## config.mk

```make
export PLATFORM = sky130hd
export DESIGN_NAME = prtc_top
export DESIGN_NICKNAME = d
export VERILOG_FILES = /design/src/logic/prtc_pkg.sv /design/src/logic/prtc_cmd_seq.sv /design/src/logic/prtc_bram.sv /design/src/logic/prtc_time_keeper.sv /design/src/logic/prtc_top.sv
export SDC_FILE = /design/constraint.sdc
export NUM_CORES = 2
export LEC_CHECK = 0
export BUFFER_PORTS_ARGS = -buffer_cell sky130_fd_sc_hd__clkbuf_2
export CAP_MARGIN = 20
export CELL_PAD_IN_SITES_DETAIL_PLACEMENT = 0
export CELL_PAD_IN_SITES_GLOBAL_PLACEMENT = 1
export CORE_MARGIN = 4
export CORE_UTILIZATION = 40
export CTS_CLUSTER_DIAMETER = 40
export DETAILED_ROUTE_END_ITERATION = 16
export GPL_ROUTABILITY_DRIVEN = 0
export GPL_TIMING_DRIVEN = 0
export PLACE_DENSITY = 0.62
export SYNTH_ARGS = -nofsm -noshare
export SYNTH_HDL_FRONTEND = slang
export SYNTH_HIERARCHICAL = 1
export SYNTH_SLANG_ARGS = --single-unit
export TNS_END_PERCENT = 30
```

## constraint.sdc

```tcl
create_clock -name CLK_14M -period 4.81 [get_ports CLK_14M]
set_input_delay 0.7215 -clock CLK_14M [delete_from_list [all_inputs] [get_ports CLK_14M]]
set_output_delay 0.7215 -clock CLK_14M [all_outputs]
set_load 0.03 [all_outputs]
```

## src/logic/prtc_pkg.sv

```systemverilog
package prtc_pkg;

  // parameter RAM is 256 bytes
  localparam int BRAM_AW = 8;

  // seconds between the 1904 and 1970 epochs
  localparam logic [31:0] EPOCH_OFFSET = 32'd2082844800;

  // command byte as written to the data register before a start step.
  // the clock view covers clock, internal and 100ab RAM commands plus the
  // first byte of an extended RAM command
  typedef union packed {
    struct packed {
      logic       rd;       // direction as coded by software
      logic [2:0] kind;     // 000 clock, 010 ram 100ab, 011 internal/extended
      logic [1:0] sel;      // clock byte or register select
      logic [1:0] tail;     // 01 on all short commands
    } clk;
    // the ram view covers the 0abcd command and the second extended byte
    struct packed {
      logic       rd;
      logic       page;     // set for the low 16 bytes
      logic [3:0] addr_lo;  // abcd
      logic [1:0] tail;
    } ram;
  } prtc_cmd_u;

endpackage

```

## src/logic/prtc_cmd_seq.sv

```systemverilog
module prtc_cmd_seq (
  input  logic                         CLK_14M,
  input  logic                         rst_n,
  input  logic                         cen,
  input  logic                         addr,       // 0 data, 1 control
  input  logic                         rw,         // high for read
  input  logic                         strobe,
  input  logic [7:0]                   din,
  input  logic [7:0]                   bram_rdata,
  input  logic [7:0]                   clk_rdata,
  output logic [7:0]                   dout,
  output logic [prtc_pkg::BRAM_AW-1:0] bram_addr,
  output logic [7:0]                   bram_wdata,
  output logic                         bram_we,
  output logic [1:0]                   clk_sel,
  output logic [7:0]                   clk_wdata,
  output logic                         clk_we
);

  localparam logic [2:0] ST_IDLE  = 3'd0;
  localparam logic [2:0] ST_WAIT  = 3'd1;  // extended address, second byte pending
  localparam logic [2:0] ST_RAM   = 3'd2;
  localparam logic [2:0] ST_CLOCK = 3'd3;
  localparam logic [2:0] ST_INT   = 3'd4;

  logic [7:0]                   data_q;
  logic [6:0]                   ctrl_q;
  logic [2:0]                   state_q;
  logic [prtc_pkg::BRAM_AW-1:0] tgt_q;     // ram address, clock byte or register
  logic                         wp_q;      // write protect, bit 7 of the register
  logic                         bram_we_q;
  logic                         clk_we_q;
  logic                         strobe_seen_q;

  prtc_pkg::prtc_cmd_u cmd;

  logic       bus_acc;
  logic       wr_data;
  logic       wr_ctrl;
  logic       rd_acc;
  logic       step;
  logic       dec_clock;
  logic       dec_int;
  logic       dec_ram_hi;
  logic       dec_ram_lo;
  logic       dec_ext;
  logic [7:0] rd_byte;

  assign bus_acc = strobe && cen;
  assign wr_data = bus_acc && !addr && !rw;
  assign wr_ctrl = bus_acc && addr && !rw;
  assign rd_acc  = bus_acc && rw;
  assign step    = wr_ctrl && din[7];  // start bit

  assign cmd = data_q;

  // command patterns, mutually exclusive
  assign dec_clock  = (cmd.clk.kind == 3'b000) && (cmd.clk.tail == 2'b01);
  assign dec_int    = !cmd.clk.rd && (cmd.clk.kind == 3'b011) && !cmd.clk.sel[1] &&
                      (cmd.clk.tail == 2'b01);
  assign dec_ram_hi = (cmd.clk.kind == 3'b010) && (cmd.clk.tail == 2'b01);
  assign dec_ram_lo = cmd.ram.page && (cmd.ram.tail == 2'b01);
  assign dec_ext    = (cmd.clk.kind == 3'b011) && cmd.clk.sel[1];

  // byte returned by a read transfer
  always_comb begin
    case (state_q)
      ST_RAM:   rd_byte = bram_rdata;
      ST_CLOCK: rd_byte = clk_rdata;
      ST_INT:   rd_byte = tgt_q[0] ? {wp_q, 7'd0} : 8'h00;  // test reg reads 0
      default:  rd_byte = 8'h00;
    endcase
  end

  always_ff @(posedge CLK_14M or negedge rst_n) begin
    if (!rst_n) begin
      data_q        <= 8'h00;
      ctrl_q        <= 7'd0;
      dout          <= 8'h00;
      state_q       <= ST_IDLE;
      wp_q          <= 1'b0;
      bram_we_q     <= 1'b0;
      clk_we_q      <= 1'b0;
      strobe_seen_q <= 1'b0;
    end else begin
      bram_we_q <= 1'b0;
      clk_we_q  <= 1'b0;
      if (!strobe)
        strobe_seen_q <= 1'b0;
      else if (cen)
        strobe_seen_q <= 1'b1;  // held until strobe drops
      if (rd_acc)
        dout <= addr ? {1'b0, ctrl_q} : data_q;  // busy never set
      if (wr_data)
        data_q <= din;
      if (wr_ctrl)
        ctrl_q <= din[6:0];
      if (step) begin
        case (state_q)
          ST_IDLE: begin
            if (dec_clock)
              state_q <= ST_CLOCK;
            else if (dec_int)
              state_q <= ST_INT;
            else if (dec_ram_hi || dec_ram_lo)
              state_q <= ST_RAM;
            else if (dec_ext)
              state_q <= ST_WAIT;
          end
          ST_WAIT: state_q <= ST_RAM;
          ST_RAM, ST_CLOCK, ST_INT: begin
            state_q <= ST_IDLE;
            // direction comes from bit 6 of this transfer step
            if (din[6])
              data_q <= rd_byte;
            else if (state_q == ST_RAM)
              bram_we_q <= !wp_q;
            else if (state_q == ST_CLOCK)
              clk_we_q <= !wp_q;
            else if (tgt_q[0])
              wp_q <= data_q[7];  // test register takes the write and drops it
          end
          default: state_q <= ST_IDLE;
        endcase
      end
    end
  end

  // target address, loaded on decode and on the extended second byte
  always_ff @(posedge CLK_14M or negedge rst_n) begin
    if (!rst_n) begin
      tgt_q <= '0;
    end else if (step && state_q == ST_IDLE) begin
      if (dec_clock)
        tgt_q <= {6'd0, cmd.clk.sel};
      else if (dec_int)
        tgt_q <= {7'd0, cmd.clk.sel[0]};
      else if (dec_ram_hi)
        tgt_q <= {6'b000100, cmd.clk.sel};  // bytes 0x10 to 0x13
      else if (dec_ram_lo)
        tgt_q <= {4'd0, cmd.ram.addr_lo};
      else if (dec_ext)
        tgt_q[7:5] <= {cmd.clk.sel[0], cmd.clk.tail};
    end else if (step && state_q == ST_WAIT) begin
      tgt_q[4:0] <= {cmd.ram.page, cmd.ram.addr_lo};  // bits 6:2 of second byte
    end
  end

  // write strobes land one edge after the step, data_q is stable by then
  assign bram_addr  = tgt_q;
  assign bram_wdata = data_q;
  assign bram_we    = bram_we_q;
  assign clk_sel    = tgt_q[1:0];
  assign clk_wdata  = data_q;
  assign clk_we     = clk_we_q;

  // a strobe lasts one cen, so the pending write never sees a new data byte
  a_strobe_once: assert property (@(posedge CLK_14M) disable iff (!rst_n)
    (cen && strobe) |-> !strobe_seen_q);

  // no data byte arrives on the edge that writes the target
  a_wdata_stable: assert property (@(posedge CLK_14M) disable iff (!rst_n)
    (bram_we || clk_we) |-> !wr_data);

endmodule

```

## src/logic/prtc_bram.sv

```systemverilog
module prtc_bram (
  input  logic                         CLK_14M,
  input  logic [prtc_pkg::BRAM_AW-1:0] addr,
  input  logic [7:0]                   wdata,
  input  logic                         we,
  output logic [7:0]                   rdata
);

  localparam int DEPTH = 2 ** prtc_pkg::BRAM_AW;

  logic [7:0] mem [DEPTH];

  // powers up blank
  initial begin
    for (int i = 0; i < DEPTH; i++) begin
      mem[i] = 8'h00;
    end
  end

  always_ff @(posedge CLK_14M) begin
    if (we)
      mem[addr] <= wdata;
  end

  assign rdata = mem[addr];  // async read

  // an unknown address would corrupt an arbitrary byte
  a_addr_known: assert property (@(posedge CLK_14M)
    we |-> !$isunknown(addr));

endmodule

```

## src/logic/prtc_time_keeper.sv

```systemverilog
module prtc_time_keeper #(
  parameter int unsigned TICKS_PER_SEC = 14318181,
  parameter int unsigned TICKS_PER_QTR = 3579545
) (
  input  logic        CLK_14M,
  input  logic        rst_n,
  input  logic [32:0] timestamp,  // unix seconds from the host
  input  logic [1:0]  sel,        // byte of the seconds count
  input  logic [7:0]  wdata,
  input  logic        we,
  output logic [7:0]  rdata,
  output logic        one_sec_irq,
  output logic        qtr_sec_irq
);

  localparam int unsigned MAX_TICKS =
    (TICKS_PER_SEC > TICKS_PER_QTR) ? TICKS_PER_SEC : TICKS_PER_QTR;
  localparam int DIV_W = $clog2(MAX_TICKS + 1);

  logic [31:0] sec_q;
  logic [31:0] seed;

  // only the low 32 bits fit the count after the epoch shift
  assign seed = timestamp[31:0] + prtc_pkg::EPOCH_OFFSET;

  // divider 0 is the second, divider 1 the quarter second
  for (genvar i = 0; i < 2; i++) begin : g_div
    localparam int unsigned LEN = (i == 0) ? TICKS_PER_SEC : TICKS_PER_QTR;

    logic [DIV_W-1:0] cnt_q;
    logic             tick;
    logic             irq_q;

    assign tick = (cnt_q == DIV_W'(LEN));  // period is LEN + 1 cycles

    always_ff @(posedge CLK_14M or negedge rst_n) begin
      if (!rst_n) begin
        cnt_q <= '0;
        irq_q <= 1'b0;
      end else begin
        irq_q <= tick;
        if (tick)
          cnt_q <= '0;
        else
          cnt_q <= cnt_q + 1'b1;
      end
    end
  end

  always_ff @(posedge CLK_14M or negedge rst_n) begin
    if (!rst_n) begin
      sec_q <= 32'd0;
    end else begin
      if (sec_q == 32'd0)
        sec_q <= seed;  // reseed while unset
      else if (g_div[0].tick)
        sec_q <= sec_q + 32'd1;
      // a bus write overrides the increment on the same edge
      if (we)
        sec_q[sel*8 +: 8] <= wdata;
    end
  end

  assign rdata       = sec_q[sel*8 +: 8];
  assign one_sec_irq = g_div[0].irq_q;
  assign qtr_sec_irq = g_div[1].irq_q;

  a_irq_pulse: assert property (@(posedge CLK_14M) disable iff (!rst_n)
    !(one_sec_irq && $past(one_sec_irq)) && !(qtr_sec_irq && $past(qtr_sec_irq)));

endmodule

```

## src/logic/prtc_top.sv

```systemverilog
module prtc_top #(
  parameter int unsigned TICKS_PER_SEC = 14318181,
  parameter int unsigned TICKS_PER_QTR = 3579545
) (
  input  logic        CLK_14M,
  input  logic        rst_n,
  input  logic        cen,
  input  logic        addr,
  input  logic        rw,
  input  logic        strobe,
  input  logic [7:0]  din,
  input  logic [32:0] timestamp,
  output logic [7:0]  dout,
  output logic        one_sec_irq,
  output logic        qtr_sec_irq
);

  logic [prtc_pkg::BRAM_AW-1:0] bram_addr;
  logic [7:0]                   bram_wdata;
  logic [7:0]                   bram_rdata;
  logic                         bram_we;
  logic [1:0]                   clk_sel;
  logic [7:0]                   clk_wdata;
  logic [7:0]                   clk_rdata;
  logic                         clk_we;

  prtc_cmd_seq u_cmd_seq (
    .CLK_14M    (CLK_14M),
    .rst_n      (rst_n),
    .cen        (cen),
    .addr       (addr),
    .rw         (rw),
    .strobe     (strobe),
    .din        (din),
    .bram_rdata (bram_rdata),
    .clk_rdata  (clk_rdata),
    .dout       (dout),
    .bram_addr  (bram_addr),
    .bram_wdata (bram_wdata),
    .bram_we    (bram_we),
    .clk_sel    (clk_sel),
    .clk_wdata  (clk_wdata),
    .clk_we     (clk_we)
  );

  prtc_bram u_bram (
    .CLK_14M (CLK_14M),
    .addr    (bram_addr),
    .wdata   (bram_wdata),
    .we      (bram_we),
    .rdata   (bram_rdata)
  );

  prtc_time_keeper #(
    .TICKS_PER_SEC (TICKS_PER_SEC),
    .TICKS_PER_QTR (TICKS_PER_QTR)
  ) u_time_keeper (
    .CLK_14M     (CLK_14M),
    .rst_n       (rst_n),
    .timestamp   (timestamp),
    .sel         (clk_sel),
    .wdata       (clk_wdata),
    .we          (clk_we),
    .rdata       (clk_rdata),
    .one_sec_irq (one_sec_irq),
    .qtr_sec_irq (qtr_sec_irq)
  );

endmodule

```

-- Word-level counts from Yosys, hierarchy flattened
Memory sizes are Yosys's and may differ from the RTL's.
Index checks and enable logic that the tools add are counted.
- bits of input ports: 47
- memories: 1
- bits in writable memories: 2048
- output and inout bits: 10
- logic and storage cells: 106
- register bits after elaboration: 119
- memories (memory ; words ; bits a word ; rd ports ; clocked after memory_dff ; write ports ; line ; source):
    u_bram.mem ; 256 ; 8 ; 1 ; 0 ; 1 ; prtc_bram.sv:11 ; logic [7:0] mem [DEPTH];
- add/sub/neg operators: 5
- bitwise gates (word level): 3
- shift-type cells: 3
- muxes and demuxes: 37
- equality and inequality tests: 11
- reduce and logical (&&, ||, !) cells: 32
- operators with widths (operator ; number):
    $mux 32 ; 3
    $mux 8 ; 9
    $add 24x1->24 const B ; 2
    $mux 24 ; 2
    $neg 5->34 ; 1
    $shift 8x34->32 const A ; 1
    $shiftx 8x34->32 ; 1
    $add 32x1->32 const B ; 1
    $add 32x31->32 const B ; 1
    $bwmux 32 ; 1
    $logic_not 32->1 ; 1
    $shiftx 32x6->8 ; 1
    $eq 24x22->1 const B ; 1
    $eq 24x24->1 const B ; 1
    $pmux 8 s3 ; 1
    $mux 3 ; 6
    $logic_and 1x1->1 ; 16
    $mux 5 ; 3
    $eq 3x2->1 const B ; 4
    $mux 1 ; 11
    $ne 5x1->1 const B ; 2
    $logic_not 3->1 ; 2
    $pmux 3 s2 ; 1
    $reduce_and 2->1 ; 3
    other kinds (10) ; 16

-- Depth between registers and ports, before layout
- word-level depth: 8
- mapped depth: 13
- mapped depth without buffers: 9

-- Cells and area by module
The synthesis kept the hierarchy.
- by module, submodules not included (module ; cells an instance ; area each (µm²) ; instances ; seq. area each (µm²)):
    prtc_bram ; 3539 ; 78332.6 ; 1 ; 61499.0
    prtc_time_keeper ; 589 ; 5295.1 ; 1 ; 2052.0
    prtc_cmd_seq ; 192 ; 1931.9 ; 1 ; 925.9

-- Worst setup path after synthesis
No wires, ideal clock.
- path kind: flip-flop to flip-flop
- from: register u_cmd_seq.data_q[0], in the netlist u_cmd_seq/bram_wdata[0]
- to: register u_cmd_seq.tgt_q (netlist bit u_cmd_seq/bram_addr[1])
- clock period less this slack: 5.132 ns
- setup time: 0.143 ns
- stages on the path, launching flop included: 6
- buffers on the path: 1
- arrival: 4.989 ns
- path slack: -0.322 ns
- data required time: 4.667 ns
- cells stage by stage: dfrtp_1 > nor3b_2 > or4b_1 > buf_2 > a21oi_4 > mux2_2
- word-level cells in the longest chain between the ends: 6
- elaborated cells between the ends (all ways): 11
- those cells by class: eq/ne: 2; mux: 4; reduce/logical: 5
- ends and longest elaborated chain (element ; line ; source):
    start, declared ; prtc_cmd_seq.sv:26 ; logic [7:0] data_q;
    start signal, assigned ; prtc_cmd_seq.sv:95 ; data_q <= din;
    start signal, assigned ; prtc_cmd_seq.sv:115 ; data_q <= rd_byte;
    $eq 2x1->1 (*) ; -- ;
    $logic_and 1x1->1 ; prtc_cmd_seq.sv:61 ; assign dec_ram_hi = (cmd.clk.kind == 3'b010) && (cmd.clk.tail == 2'b01);
    $mux 8 ; prtc_cmd_seq.sv:138 ; else if (dec_ram_hi)
    $mux 8 ; prtc_cmd_seq.sv:136 ; else if (dec_int)
    $mux 8 ; prtc_cmd_seq.sv:134 ; if (dec_clock)
    $mux 5 ; prtc_cmd_seq.sv:133 ; end else if (step && state_q == ST_IDLE) begin
    end signal, assigned ; prtc_cmd_seq.sv:135 ; tgt_q <= {6'd0, cmd.clk.sel};
    end signal, assigned ; prtc_cmd_seq.sv:137 ; tgt_q <= {7'd0, cmd.clk.sel[0]};
    end signal, assigned ; prtc_cmd_seq.sv:139 ; tgt_q <= {6'b000100, cmd.clk.sel};
    end, declared ; prtc_cmd_seq.sv:29 ; logic [prtc_pkg::BRAM_AW-1:0] tgt_q;
Mark *: on every way between the ends. The rest lies on a longest branch, timed or not.
A chain may end at the register's enable or synchronous reset.

-- Worst setup path in the final report
- from: register u_cmd_seq.tgt_q (netlist bit u_cmd_seq/bram_addr[1])
- to: register u_cmd_seq.data_q[1], in the netlist u_cmd_seq/bram_wdata[1]
- word-level cells in the longest chain between the ends: 5
- elaborated cells between the ends (all ways): 6
- those cells by class: shift: 1; mux: 4; memory: 1
- ends and longest elaborated chain (element ; line ; source):
    $mem_v2 256x8 ; -- ;
    net bram_rdata[1] ; prtc_top.sv:20 ; logic [7:0] bram_rdata;
    $pmux 8 s3 ; prtc_cmd_seq.sv:67 ; case (state_q)
    $mux 8 ; prtc_cmd_seq.sv:114 ; if (din[6])
    $mux 8 ; prtc_cmd_seq.sv:99 ; case (state_q)
    $mux 8 ; prtc_cmd_seq.sv:98 ; if (step) begin
The timed path passes the listed nets, and every way through them passes these cells.

==> flow_summary_export.csv <==
group,metric,value,unit
critical_path,crit_arrival,5730,ps
finish,fin_area,101500,sq um
clock_network,path_clk_slew,60,ps
clock_network,htree_levels,5,
routing,via_per_inst,5.871,
status,outcome,"finished, violations left",
status,violations,"setup timing",
sta,setup_viol,10,
finish,drive_gt1_share,28.21,%
finish,nNetsFinal,4825,
synth,synth_edf_count,2048,
die,ioPinCount,57,
synth,ys_seq_area_share,75.36,%
clock_network,cts_buffers,317,
routing,avgRoutedWirePerCell,31.33,um
synth,synth_nets,4379,
finish,syn_to_final_growth,18.60,%
sta,worst_clock_skew,56.32,ps
routing,vias,45944,
critical_path,crit_type,"register to register",
synth,ys_async_sr_fraction,5.491,%
synth,synth_cells,4320,
critical_path,path_common_cell,"a21oi_1",
place,hpwl,164000,um
synth,syn_area,85560,sq um
power_and_ir_drop,powerDensity,559.8,nW/um^2
synth,syn_avg_cell_area,19.81,sq um
critical_path,rr_endpoint,"u_cmd_seq/bram_wdata[1]",
global_routing,antenna_found_initial,7,
routing,drtIter0Drc,5558,
place,port-buffer-count,54,
clock_network,cts_tree,"built",
die,die_width,470.5,um
clock_network,cts_sinks,2167,
global_routing,grt_pass1_wl,347400,um
sta,fmax,0.2019,GHz
clock_network,clock_latency,900,ps
critical_path,start_kind,"register",
sta,hold_violations,0,
synth,ys_top_cells_by_area,"edfxtp_1 72%, mux4_2 14%, dfrtp_1 3.5%",
sta,rsz0062_at_grt,"true",
finish,fin_cells,7826,
hold_path,min_path_cells,3,
global_routing,grt_max_degree,93,
critical_path,crit_family,"buffers and inverters",
routing,drcViolationCount,0,
critical_path,cp-end-kind,"register",
critical_path,reg2reg_slack,-140,ps
synth,yosysTopAreaCell,"edfxtp_1",
sta,min_period,4953,ps
place,dpl-instance-area,90610,sq um
global_routing,overflow,0,
sta,fin_setup_tns,-164.3,ps
synth,netlist-cell-type-count,67,
finish,mostFrequentLayoutCells,"2048 x edfxtp_1, 520 x mux4_2, 322 x clkbuf_16",
critical_path,path_max_fanout,10,
sta,maxSlewViolCount,0,
place,dp.cells,7264,
hold_path,min_from,"din[2]",
synth,yosysWarnings,6,
finish,regArea,64510,sq um
routing,ant_nets,0,
critical_path,path_cells,"buf_2 > clkbuf_2 > clkdlybuf4s15_1 > mux4_2 > a22oi_1 > a21oi_1 > o41ai_2 > nand4_1 > mux2_2 > a21oi_1 > a21oi_1",
finish,fill_cells,17650,
synth,ys_ff_latch,2167,
critical_path,crit_required,5590,ps
sta,fin_crit_sh,103.0,%
flow_run,cap_violations,0,
clock_network,ctsRootBufferMaster,"clkbuf_16",
critical_path,r2r_start,"u_cmd_seq/bram_addr[1]",
sta,tightest_slew,1096,ps
critical_path,reg2regPathDepth,11,
power_and_ir_drop,leakagePower,31.74,nW
synth,synth_top_area_share,71.88,%
die,die_area,221400,sq um
die,core-area,212500,sq um
critical_path,cpPeakStageDelay,800,ps
critical_path,slowest_stage,"clkdlybuf4s15_1",
finish,multi_input_comb_area,20070,sq um
sta,maxSlewHeadroom,26.64,%
synth,synth_ff_type,"edfxtp_1",
global_routing,grt_pass1_vias,46160,
die,num_rows,169,
critical_path,worstPathBufferInverterCount,3,
hold_path,min_to,"u_cmd_seq/ctrl_q[2]",
global_routing,grtUsageTotal,21.95,%
finish,layout.cells.most_common,"edfxtp_1",
routing,dr.pass1.iters,6,
clock_network,clockBufferDepth,4,
die,start_util,40.26,%
hold_path,hold_class,"input pin to register",
power_and_ir_drop,p_total,0.05680,W
routing,routed_wirelength,245200,um
power_and_ir_drop,vdd_ir_drop_max,0.3853,mV
die,die_height,470.5,um
sta,setup_ws,-143.0,ps
layer usage:
layer | vias up | part of all wire [%] | global-route usage, %
met3 | 410 | 8.7 | 4.694
met1 | 24634 | 42 | 31.62
met2 | 2026 | 46 | 33.40
met4 | 2 | 3.4 | 7.345
li1 | 18872 | - | -
met5 | - | 0.0045 | 0
power by group:
part           internal (W)  switching, W
Sequential           0.0221      0.000402
Combinational       0.00381       0.00779
Clock                0.0141       0.00861
synth_stat cells (all sizes together) (28+ instances only):
master and number:
mux4 520, edfxtp 2048, xor2 38, clkbuf 160
o21ai 42, xnor2 41, a21oi 163, dfrtp 119
a22oi 256, nor2 291, nand2 135, nand3 53
buf 107, nand4 31, o41ai 32, nor4 28
nor3 57
timing repair:
| action | in CTS | in global routing |
|---|---|---|
| resized for setup | 115 | 22 |
| hold buffers | 5 | 0 |
| endpoints found under the setup margin | 967 | 315 |
| setup buffers | 0 | 0 |
| pin swaps | 5 | 1 |
| endpoints found under the hold margin | 39 | 0 |
state kept, by name, summed over array words and instances (netlist names):
name	flops
u_bram/mem	2048
u_cmd_seq/bram_addr	8
u_cmd_seq/bram_wdata	8
u_cmd_seq/bram_we	1
u_cmd_seq/clk_we	1
u_cmd_seq/ctrl_q	7
u_cmd_seq/dout	8
u_cmd_seq/state_q	3
u_cmd_seq/wp_q	1
u_time_keeper/g_div.cnt_q	48
u_time_keeper/one_sec_irq	1
u_time_keeper/qtr_sec_irq	1
u_time_keeper/sec_q	32
how the worst max path moves through the flow:
stage                             from                 endpoint  slack (ps)  cells past startpoint
2_1_floorplan  u_cmd_seq/bram_wdata[6]   u_cmd_seq/bram_addr[6]        -150                      4
3_3_place_gp   u_cmd_seq/bram_wdata[1]   u_cmd_seq/bram_addr[1]       -4250                      4
3_5_place_dp    u_cmd_seq/bram_addr[1]  u_cmd_seq/bram_wdata[1]        -780                     12
4_1_cts         u_cmd_seq/bram_addr[3]       u_bram/mem[129][5]        -130                      8
5_1_grt         u_cmd_seq/bram_addr[1]  u_cmd_seq/bram_wdata[2]         -60                     11
6_report        u_cmd_seq/bram_addr[1]  u_cmd_seq/bram_wdata[1]        -140                     11
worst reg2reg max path, cell delays in order (launching register included):
cell and delay, ps:
dfrtp_1 360, buf_2 300, clkbuf_2 470, clkdlybuf4s15_1 810, mux4_2 420, a22oi_1 290
a21oi_1 170, o41ai_2 690, nand4_1 610, mux2_2 490, a21oi_1 180, a21oi_1 60
kinds of logic after synthesis:
| logic type | after synthesis | synth area share (%) |
|---|---|---|
| and+or+nand+nor | 672 | 3.643 |
| muxes | 556 | 14.13 |
| DFF | 2167 | 75.36 |
| adders and majority gates | 12 | 0.1755 |
| xor gates and xnor gates | 79 | 0.8087 |
| AOI/OAI and AO/OA | 547 | 4.307 |
| buffers and inverters | 287 | 1.576 |
final cells by class:
type / instances / share of cell area [%]
flip-flops and latches: 2167 / 63.57
multi-input cells: 1866 / 19.78
clock buffers: 346 / 8.039
well taps: 2821 / 3.478
clock inverters: 208 / 2.226
repair buffers: 128 / 1.466
plain buffers: 266 / 1.355
inverters: 20 / 0.07398
diodes: 4 / 0.009864
stage by stage:
step | hold WS (ps) | setup WS (ps) | util, %
floorplan | 425.9 | -150.9 | -
global placement | 466.1 | -4247 | 42.05
detailed placement | 463.0 | -783.5 | 42.64
CTS | 6.997 | -131.3 | 47.73
global route | 52.51 | -59.17 | 47.75
finish | 70.83 | -143.0 | 47.75
No activity file was read; power rests on OpenSTA's default activity.
